==> src/hdl/calc_pkg.sv <==
// Widths, latencies, opcodes and packet types shared by the calculator RTL and its testbench
`default_nettype none

package calc_pkg;

  // Datapath
  localparam int DATA_W     = 32;
  localparam int REG_ADDR_W = 5;
  localparam int SHAMT_W    = $clog2(DATA_W);

  // Latencies in clock edges
  localparam int INT_LATENCY = 1;
  localparam int MUL_LATENCY = 3;
  localparam int PIPE_STAGES = 4;
  localparam int WB_LATENCY  = 5;
  localparam int FLUSH_DEPTH = 2;

  typedef enum logic [3:0]
  {
    OP_ADD,
    OP_SUB,
    OP_AND,
    OP_OR,
    OP_XOR,
    OP_SLL,
    OP_SRL,
    OP_SLT,
    OP_MUL
  } calc_op_e;

  // Operands come from a register file that may lag the pipe
  typedef struct packed
  {
    logic                  valid;
    calc_op_e              op;
    logic                  use_imm;
    logic [REG_ADDR_W-1:0] rd_addr;
    logic [REG_ADDR_W-1:0] rs1_addr;
    logic [REG_ADDR_W-1:0] rs2_addr;
    logic [DATA_W-1:0]     rs1;
    logic [DATA_W-1:0]     rs2;
    logic [DATA_W-1:0]     imm;
  } dispatch_pkt_s;

  typedef struct packed
  {
    logic                  valid;
    calc_op_e              op;
    logic [REG_ADDR_W-1:0] rd_addr;
    logic [DATA_W-1:0]     opa;
    logic [DATA_W-1:0]     opb;
    logic                  int_v;
    logic                  mul_v;
  } reservation_s;

  typedef struct packed
  {
    logic                  w_v;
    logic                  poison_v;
    logic [REG_ADDR_W-1:0] rd_addr;
    logic [DATA_W-1:0]     rd_data;
  } comp_stage_s;

  typedef struct packed
  {
    logic                  v;
    logic [REG_ADDR_W-1:0] rd_addr;
    logic [DATA_W-1:0]     data;
  } fwd_s;

  typedef struct packed
  {
    logic                  v;
    logic [REG_ADDR_W-1:0] rd_addr;
    logic [DATA_W-1:0]     rd_data;
  } wb_pkt_s;

endpackage

`default_nettype wire

==> src/hdl/calc_decode.sv <==
// Issue stage that bypasses stale operands, resolves the immediate and loads the reservation
`timescale 1ns/1ps
`default_nettype none

module calc_decode
  import calc_pkg::*;
(
  input  logic                   clk_i,
  input  logic                   rst_n_i,
  input  dispatch_pkt_s          dispatch_pkt_i,
  input  fwd_s [PIPE_STAGES-1:0] fwd_i,
  output reservation_s           reservation_o
);

  reservation_s      reservation_n;
  reservation_s      reservation_r;
  logic [DATA_W-1:0] bypass_rs1;
  logic [DATA_W-1:0] bypass_rs2;

  // Slice 0 is the youngest result in the completion pipe
  function automatic logic [DATA_W-1:0] bypass
  (
    input logic [REG_ADDR_W-1:0]  addr,
    input logic [DATA_W-1:0]      rf_data,
    input fwd_s [PIPE_STAGES-1:0] fwd
  );
    logic [DATA_W-1:0] data;

    data = rf_data;
    // Older slices first so a younger match overrides them
    for (int i = PIPE_STAGES - 1; i >= 0; i--)
    begin
      if (fwd[i].v && (fwd[i].rd_addr == addr))
      begin
        data = fwd[i].data;
      end
    end
    // x0 is hard-wired to zero
    if (addr == '0)
    begin
      data = '0;
    end
    return data;
  endfunction

  always_comb
  begin
    bypass_rs1 = bypass(dispatch_pkt_i.rs1_addr, dispatch_pkt_i.rs1, fwd_i);
    bypass_rs2 = bypass(dispatch_pkt_i.rs2_addr, dispatch_pkt_i.rs2, fwd_i);

    reservation_n.valid   = dispatch_pkt_i.valid;
    reservation_n.op      = dispatch_pkt_i.op;
    reservation_n.rd_addr = dispatch_pkt_i.rd_addr;
    reservation_n.opa     = bypass_rs1;
    reservation_n.opb     = dispatch_pkt_i.use_imm ? dispatch_pkt_i.imm : bypass_rs2;

    // Pipe select
    reservation_n.int_v = 1'b0;
    reservation_n.mul_v = 1'b0;
    case (dispatch_pkt_i.op)
      OP_MUL:
      begin
        reservation_n.mul_v = dispatch_pkt_i.valid;
      end
      default:
      begin
        reservation_n.int_v = dispatch_pkt_i.valid;
      end
    endcase
  end

  always_ff @(posedge clk_i or negedge rst_n_i)
  begin
    if (!rst_n_i)
    begin
      reservation_r <= '0;
    end
    else
    begin
      reservation_r <= reservation_n;
    end
  end

  assign reservation_o = reservation_r;

endmodule

`default_nettype wire

==> src/hdl/calc_pipe_int.sv <==
// Integer ALU pipe that returns its result one clock after the reservation
`timescale 1ns/1ps
`default_nettype none

module calc_pipe_int
  import calc_pkg::*;
(
  input  logic              clk_i,
  input  logic              rst_n_i,
  input  reservation_s      reservation_i,
  output logic              int_v_o,
  output logic [DATA_W-1:0] int_data_o
);

  logic [DATA_W-1:0]  alu_result;
  logic [SHAMT_W-1:0] shamt;
  logic               int_v_r;
  logic [DATA_W-1:0]  int_data_r;

  assign shamt = reservation_i.opb[SHAMT_W-1:0];

  always_comb
  begin
    case (reservation_i.op)
      OP_ADD:  alu_result = reservation_i.opa + reservation_i.opb;
      OP_SUB:  alu_result = reservation_i.opa - reservation_i.opb;
      OP_AND:  alu_result = reservation_i.opa & reservation_i.opb;
      OP_OR:   alu_result = reservation_i.opa | reservation_i.opb;
      OP_XOR:  alu_result = reservation_i.opa ^ reservation_i.opb;
      OP_SLL:  alu_result = reservation_i.opa << shamt;
      OP_SRL:  alu_result = reservation_i.opa >> shamt;
      // Signed compare
      OP_SLT:  alu_result = {{(DATA_W-1){1'b0}},
                             $signed(reservation_i.opa) < $signed(reservation_i.opb)};
      default: alu_result = '0;
    endcase
  end

  always_ff @(posedge clk_i or negedge rst_n_i)
  begin
    if (!rst_n_i)
    begin
      int_v_r <= 1'b0;
    end
    else
    begin
      int_v_r <= reservation_i.int_v;
    end
  end

  always_ff @(posedge clk_i)
  begin
    int_data_r <= alu_result;
  end

  assign int_v_o    = int_v_r;
  assign int_data_o = int_data_r;

endmodule

`default_nettype wire

==> src/hdl/calc_pipe_mul.sv <==
// Pipelined multiplier returning the low product bits MUL_LATENCY clocks after the reservation
`timescale 1ns/1ps
`default_nettype none

module calc_pipe_mul
  import calc_pkg::*;
(
  input  logic              clk_i,
  input  logic              rst_n_i,
  input  reservation_s      reservation_i,
  output logic              mul_v_o,
  output logic [DATA_W-1:0] mul_data_o
);

  logic [DATA_W-1:0]                  product;
  logic [MUL_LATENCY-1:0]             mul_v_r;
  logic [MUL_LATENCY-1:0][DATA_W-1:0] mul_data_r;

  // Only the low half of the product is kept
  assign product = reservation_i.opa * reservation_i.opb;

  always_ff @(posedge clk_i or negedge rst_n_i)
  begin
    if (!rst_n_i)
    begin
      mul_v_r <= '0;
    end
    else
    begin
      mul_v_r <= {mul_v_r[MUL_LATENCY-2:0], reservation_i.mul_v};
    end
  end

  // Each stage loads only when a valid item moves into it
  always_ff @(posedge clk_i)
  begin
    if (reservation_i.mul_v)
    begin
      mul_data_r[0] <= product;
    end
    for (int i = 1; i < MUL_LATENCY; i++)
    begin
      if (mul_v_r[i-1])
      begin
        mul_data_r[i] <= mul_data_r[i-1];
      end
    end
  end

  assign mul_v_o    = mul_v_r[MUL_LATENCY-1];
  assign mul_data_o = mul_data_r[MUL_LATENCY-1];

endmodule

`default_nettype wire

==> src/hdl/calc_result.sv <==
// Completion pipe that merges pipe results, tracks flush poison and drives forwarding and writeback
`timescale 1ns/1ps
`default_nettype none

module calc_result
  import calc_pkg::*;
(
  input  logic                   clk_i,
  input  logic                   rst_n_i,
  input  logic                   flush_i,
  input  reservation_s           reservation_i,
  input  logic                   int_v_i,
  input  logic [DATA_W-1:0]      int_data_i,
  input  logic                   mul_v_i,
  input  logic [DATA_W-1:0]      mul_data_i,
  output fwd_s [PIPE_STAGES-1:0] fwd_o,
  output wb_pkt_s                wb_pkt_o
);

  // Entry PIPE_STAGES is the writeback register
  comp_stage_s [PIPE_STAGES:0] comp_stage_n;
  comp_stage_s [PIPE_STAGES:0] comp_stage_r;
  logic                        flush_r;

  always_comb
  begin
    // New entry from the reservation register
    comp_stage_n[0].w_v      = reservation_i.valid;
    comp_stage_n[0].poison_v = 1'b0;
    comp_stage_n[0].rd_addr  = reservation_i.rd_addr;
    comp_stage_n[0].rd_data  = '0;

    for (int i = 1; i <= PIPE_STAGES; i++)
    begin
      comp_stage_n[i] = comp_stage_r[i-1];
    end

    // Single issue with static latencies, so at most one pipe lands per stage
    if (int_v_i)
    begin
      comp_stage_n[INT_LATENCY].rd_data |= int_data_i;
    end
    if (mul_v_i)
    begin
      comp_stage_n[MUL_LATENCY].rd_data |= mul_data_i;
    end

    // The packet sampled on the flush edge is still in decode, so its poison lags one clock
    comp_stage_n[0].poison_v |= flush_r;
    for (int i = 0; i < FLUSH_DEPTH; i++)
    begin
      comp_stage_n[i].poison_v |= flush_i;
    end
  end

  always_ff @(posedge clk_i or negedge rst_n_i)
  begin
    if (!rst_n_i)
    begin
      comp_stage_r <= '0;
      flush_r      <= 1'b0;
    end
    else
    begin
      comp_stage_r <= comp_stage_n;
      flush_r      <= flush_i;
    end
  end

  // Forwarding slices ordered youngest first
  always_comb
  begin
    for (int i = 1; i <= PIPE_STAGES; i++)
    begin
      fwd_o[i-1].v       = comp_stage_n[i].w_v & ~comp_stage_n[i].poison_v;
      fwd_o[i-1].rd_addr = comp_stage_n[i].rd_addr;
      fwd_o[i-1].data    = comp_stage_n[i].rd_data;
    end
  end

  assign wb_pkt_o = '{
    v:       comp_stage_r[PIPE_STAGES].w_v & ~comp_stage_r[PIPE_STAGES].poison_v,
    rd_addr: comp_stage_r[PIPE_STAGES].rd_addr,
    rd_data: comp_stage_r[PIPE_STAGES].rd_data
  };

endmodule

`default_nettype wire

==> src/hdl/calc_top.sv <==
// Calculator top connecting decode, the integer and multiply pipes and the completion pipe
`timescale 1ns/1ps
`default_nettype none

module calc_top
  import calc_pkg::*;
(
  input  logic          clk_i,
  input  logic          rst_n_i,
  input  dispatch_pkt_s dispatch_pkt_i,
  input  logic          flush_i,
  output wb_pkt_s       wb_pkt_o
);

  reservation_s           reservation;
  fwd_s [PIPE_STAGES-1:0] fwd;
  logic                   int_v;
  logic [DATA_W-1:0]      int_data;
  logic                   mul_v;
  logic [DATA_W-1:0]      mul_data;

  calc_decode u_decode
  (
    .clk_i          (clk_i),
    .rst_n_i        (rst_n_i),
    .dispatch_pkt_i (dispatch_pkt_i),
    .fwd_i          (fwd),
    .reservation_o  (reservation)
  );

  // Execute pipes
  calc_pipe_int u_pipe_int
  (
    .clk_i         (clk_i),
    .rst_n_i       (rst_n_i),
    .reservation_i (reservation),
    .int_v_o       (int_v),
    .int_data_o    (int_data)
  );

  calc_pipe_mul u_pipe_mul
  (
    .clk_i         (clk_i),
    .rst_n_i       (rst_n_i),
    .reservation_i (reservation),
    .mul_v_o       (mul_v),
    .mul_data_o    (mul_data)
  );

  calc_result u_result
  (
    .clk_i         (clk_i),
    .rst_n_i       (rst_n_i),
    .flush_i       (flush_i),
    .reservation_i (reservation),
    .int_v_i       (int_v),
    .int_data_i    (int_data),
    .mul_v_i       (mul_v),
    .mul_data_i    (mul_data),
    .fwd_o         (fwd),
    .wb_pkt_o      (wb_pkt_o)
  );

endmodule

`default_nettype wire

==> config.mk <==
export PLATFORM = sky130hd
export DESIGN_NAME = calc_top
export DESIGN_NICKNAME = d
export VERILOG_FILES = /design/src/hdl/calc_pkg.sv /design/src/hdl/calc_decode.sv /design/src/hdl/calc_pipe_int.sv /design/src/hdl/calc_pipe_mul.sv /design/src/hdl/calc_result.sv /design/src/hdl/calc_top.sv
export SDC_FILE = /design/constraint.sdc
export NUM_CORES = 2
export LEC_CHECK = 0
export BUFFER_PORTS_ARGS = -buffer_cell sky130_fd_sc_hd__buf_2
export CORE_MARGIN = 2
export CORE_UTILIZATION = 45
export CTS_CLUSTER_SIZE = 20
export DETAILED_ROUTE_END_ITERATION = 12
export GPL_TIMING_DRIVEN = 0
export PLACE_DENSITY = 0.58
export SETUP_SLACK_MARGIN = 0.4
export SYNTH_ARGS = -nofsm -noshare
export SYNTH_HDL_FRONTEND = slang
export SYNTH_HIERARCHICAL = 1
export SYNTH_SLANG_ARGS = --single-unit
==> constraint.sdc <==
create_clock -name clk_i -period 12.81 [get_ports clk_i]
set_clock_uncertainty 0.1 [all_clocks]
set_input_delay 1.9215 -clock clk_i [delete_from_list [all_inputs] [get_ports clk_i]]
set_output_delay 1.9215 -clock clk_i [all_outputs]
set_load 0.05 [all_outputs]
# Word level (Yosys, flattened, before mapping)
# Cells that the tools add are included.
# word_totals
romBits	0
ram_bits	0
word_cells	98
n_memories	0
ff_bits	372
latchBits	0
# op_classes
addsub	2
n_shift	2
multipliers	1
magnitude_cmp	1
n_eq_ne	16
n_mux	16
reduce_logical	11
div	0
n_bitwise	16
# ops
op	count
$mux W32	13
$pmux W32 S8	1
$or A32 B32 Y32	2
$eq A5 B5 Y1	8
$add A32 B32 Y32	1
$and A32 B32 Y32	1
$lt A32 B32 Y1	1
$mul A32 B32 Y32	1
$shl A32 B5 Y32	1
$shr A32 B5 Y32	1
$sub A32 B32 Y32	1
$xor A32 B32 Y32	1
$eq A4 B3 Y1 const B	4
$logic_not A5 Y1	2
$eq A4 B2 Y1 const B	2
$logic_and A1 B1 Y1	8
$and A1 B1 Y1	5
$not A1 Y1	5
$eq A4 B1 Y1 const B	1
$eq A4 B4 Y1 const B	1
$logic_not A4 Y1	1
$mux W1	2
$or A1 B1 Y1	2

# Depth between registers and ports, before layout
# depth
word_depth	9
ltp_mapped	27

# Cells and area by module
# The synthesis kept the hierarchy.
# modules_own_cells
module	area_each_um2	seq_area_each_um2	cells_per_inst	instances
calc_pipe_mul	19123.3	2957.8	1863	1
calc_pipe_int	8750.9	665.6	1229	1
calc_decode	6234.7	1901.8	697	1
calc_result	6029.5	4103.9	426	1

# Worst setup path after synthesis
# No wires, ideal clock.
# synth_timing
path_kind	reg2reg
from	reg u_decode.reservation_r (netlist bit u_decode/reservation_o[46])
to	reg u_pipe_mul/mul_data_r[29] (netlist bit), data pin
arrival_time_ns	6.695
path_slack_ns	5.735
path_buffers	2
required_ns	12.430
setup_time_ns	0.280
path_stages_with_launch	23
path_cell_list	dfrtp_1 -> clkbuf_1 -> clkbuf_1 -> and2_1 -> fa_1 -> fa_1 -> fa_1 -> inv_1 -> fa_1 -> inv_1 -> fa_1 -> inv_1 -> fa_1 -> inv_1 -> fa_1 -> fa_1 -> ha_1 -> and4_2 -> a221oi_1 -> a21oi_1 -> o21ai_0 -> nor2b_1 -> o211ai_1
# synth_between
elab_chain_len	1
# synth_rtl
element	line_no	text
from (decl)	calc_decode.sv:16	reservation_s reservation_r;
from (signal assigned)	calc_decode.sv:80	reservation_r <= reservation_n;
$mul A32 B32 Y32	calc_pipe_mul.sv:20	assign product = reservation_i.opa * reservation_i.opb;
named net u_pipe_mul.product[29]	calc_pipe_mul.sv:15	logic [DATA_W-1:0] product;
to (signal, indexed assignment)	calc_pipe_mul.sv:45	mul_data_r[i] <= mul_data_r[i-1];
to (decl)	calc_pipe_mul.sv:17	logic [MUL_LATENCY-1:0][DATA_W-1:0] mul_data_r;
# The timed path passes the listed nets, and every way through them passes these cells.
# A chain may end at the register's enable or synchronous reset.

# Worst setup path after layout
# layout_timing
from	reg u_decode.reservation_r (netlist bit u_decode/reservation_o[47])
to	reg u_pipe_mul/mul_data_r[28] (netlist bit), data pin
# Same word-level chain as after synthesis.

==> impl_metrics.toml <==
[cts]
cts_sinks = 372
cts_tree = "done"
cts_root_buffer = "clkbuf_16"
cts_setup_buffers = 0
clk_latency_ps = 580
path_clk_slew_ps = 80
post_cts_resized = 0
htreeDepth = 2
clockBufferDepth = 3
hold_buffers = 0
cts_made_buffers = 39

[setup_path]
path_cells = "clkbuf_1, clkbuf_1, nand2_1, fa_1, fa_1, fa_1, inv_1, fa_1, inv_1, fa_1, inv_1, fa_1, fa_1, fa_1, ha_1, nand4_1, or2_2, nor3_1, nor2_1, o311ai_0"
endpoint_kind = "register"
arrival_ps = 9800
crit_path_top_delay_cell = "o311ai_0"
cpMostUsedCell = "fa_1"
crit_fanout = 11
path_class = "reg -> reg"
critPathLaunchType = "register"
required_ps = 12910
max_stage_delay_ps = 990

[synthesis]
yosysWarnings = 6
syn_nets = 4971
syn-cell-area_um2 = 40100
syn_inst = 4215
ys_seq_area_share_pct = 24.0
async_reset_ff_share_pct = 65.6
avgSynthCellArea_um2 = 9.52
ys_dominant_reg_cell = "dfrtp_1"
ys_ff_latch = 372
ys_types = 104
synth-edff-count = 96

[timing]
min_period_over_period_pct = 75.7
finalSetupTns_ps = 0
post-route-min-period_ps = 9690
hold_ws_ps = 248
fin_ws_ps = 3120
slew_violations = 0
setup_violations = 0
clock.fmax_ghz = 0.103
worst_slew_pin_slew_ps = 1490
maxSlewHeadroom_pct = 0.556
hold_viol = 0
rsz0062_at_grt = "no"

[status]
status = "complete, but fails checks"
violations = "max-capacitance violations"

[global_route]
grt_pass1_wl_um = 235000
grt_usage_pct = 35.7
grt_antenna_before_repair = 21
grt_max_degree = 120
grt_overflow = 0
grt_pass1_vias = 33900

[die]
io_pins = 158
die_y_um = 303
die_x_um = 303
die-area_um2 = 91600
placementRows = 109
core_area_um2 = 88400
initial_core_util_pct = 45.4

[layout]
layout_common_cells = "449 x inv_1, 410 x fa_1, 408 x and2_1"
final_common_cell = "inv_1"
area_growth_pct = 9.14
final_net_count = 5161
layout-drive-gt1-share_pct = 13.1
num-fill-cells = 8446

[placed_design]
port_buffers = 147
gp_congestion = 1.06
dp_hpwl_um = 128000
pre_cts_slack_ps = 3300

[route]
dr.pass1.iters = 8
avgRoutedWirePerCell_um = 29.1
ant_nets = 0
dr_total_vias = 33700
vias_per_cell = 6.00
drc = 0
drtIter0Drc = 3440
wl_um = 163000

[min_path]
hold_class = "reg -> reg"

[run]
max-cap-violations = 1
[synthesized netlist by cell type (all sizes together) (18+ instances only)]
master   count  area, um^2
o311ai      38         333
and3        47         294
inv        455        1710
xor2        46         410
o221a       33         372
nand3b      35         263
o21ai      161         821
o22ai       19         119
nand2b      28         175
nor2       156         586
dfxtp       32         641
a22oi       22         165
mux2i       48         480
nand4       50         313
a2bb2oi     33         295
a221oi      54         479
o211ai      32         240
xnor2       98         858
ha         226        2830
fa         410        8210
nand2      255         957
a21oi      156         803
edfxtp      96        2880
and2       408        2550
a21o        89         671
a311oi      36         315
buf        300        2190
nand3       33         165
a21boi      36         270
dfrtp      244        6110
clkbuf     197         753
o21bai      18         139
nor3        98         495
mux4        28         631
[routing by layer]
layer	global-route usage [%]	part of all wire, %
met1	47.1	41
met2	56.7	46
met3	5.61	7.9
met4	18.8	5.9
met5	0	0.018
[area by class of cell]
| cell class | count | area (um^2) | share of cell area, % |
|---|---|---|---|
| antenna | 11 | 27.5 | 0.0628 |
| clock inverter | 22 | 297 | 0.677 |
| inverter | 458 | 1720 | 3.92 |
| timing repair buffer | 149 | 801 | 1.83 |
| multi-input combinational | 2886 | 25800 | 59.0 |
| tap | 1165 | 1460 | 3.33 |
| buffer | 499 | 2960 | 6.76 |
| sequential | 372 | 9630 | 22.0 |
| clock buffer | 50 | 1080 | 2.46 |
[per-stage QoR]
stage / cell area [um^2] / instances / util (%)
after floorplan: 40100 / 4215 / -
after global placement: 42300 / 5527 / 47.9
after detailed placement: 42400 / 5529 / 48.0
after CTS: 43800 / 5601 / 49.5
after global routing: 43800 / 5602 / 49.5
final: 43800 / 5612 / 49.6
[worst paths after layout]
path / from / to / slack [ps] / cells past startpoint
max in group asynchronous: rst_n_i / u_decode/reservation_o[0]$_DFF_PN0_ / 10080 / 3
hold / removal: u_decode/reservation_o[69]$_DFF_PN0_ / u_result/fwd_o[35]$_DFF_PN0_ / 250 / 0
hold reg to reg: u_decode/reservation_o[69]$_DFF_PN0_ / u_result/fwd_o[35]$_DFF_PN0_ / 250 / 0
setup reg to reg: u_decode/reservation_o[47]$_DFF_PN0_ / u_pipe_mul/mul_data_r[28]$_DFFE_PP_ / 3120 / 20
min in group asynchronous: rst_n_i / u_result/wb_pkt_o[33]$_DFF_PN0_ / 1170 / 1
setup / recovery: u_decode/reservation_o[47]$_DFF_PN0_ / u_pipe_mul/mul_data_r[28]$_DFFE_PP_ / 3120 / 20
[critical path: cells and delay by family (launching register included)]
| family | cells | cell delay, ps |
|---|---|---|
| DFF | 1 | 850 |
| and+or+nand+nor | 5 | 1340 |
| buffers and inverters | 5 | 1470 |
| adders and majority gates | 9 | 4560 |
| AOI/OAI and AO/OA | 1 | 990 |
[registers in the layout, summed over array words and instances (netlist names)]
name and count:
u_pipe_int/int_data_o 32, u_result/flush_r 1, u_result/comp_stage_n 7, u_decode/reservation_o 76, u_pipe_int/int_v_o 1, u_pipe_mul/mul_v_r 3
u_result/fwd_o 84, u_pipe_mul/mul_data_r 64, u_result/wb_pkt_o 37, u_result/comp_stage_r 35, u_pipe_mul/mul_data_o 32
[kinds of logic (layout without fill, tap and decap cells)]
family / after synthesis / in the layout / synth area share [%]
adder cells (fa/ha/maj): 636 / 636 / 27.5
XOR/XNOR: 145 / 145 / 3.22
other: 0 / 11 / 0
AO/OA/AOI/OAI: 837 / 837 / 14.9
buffers and inverters: 957 / 1178 / 11.7
AND/OR/NAND/NOR: 1187 / 1187 / 15.9
flip-flops: 372 / 372 / 24.0
multiplexers: 81 / 81 / 2.91
Power is not shown: default switching activity piles up to over one toggle a cycle in this logic, so the estimate is an artifact.
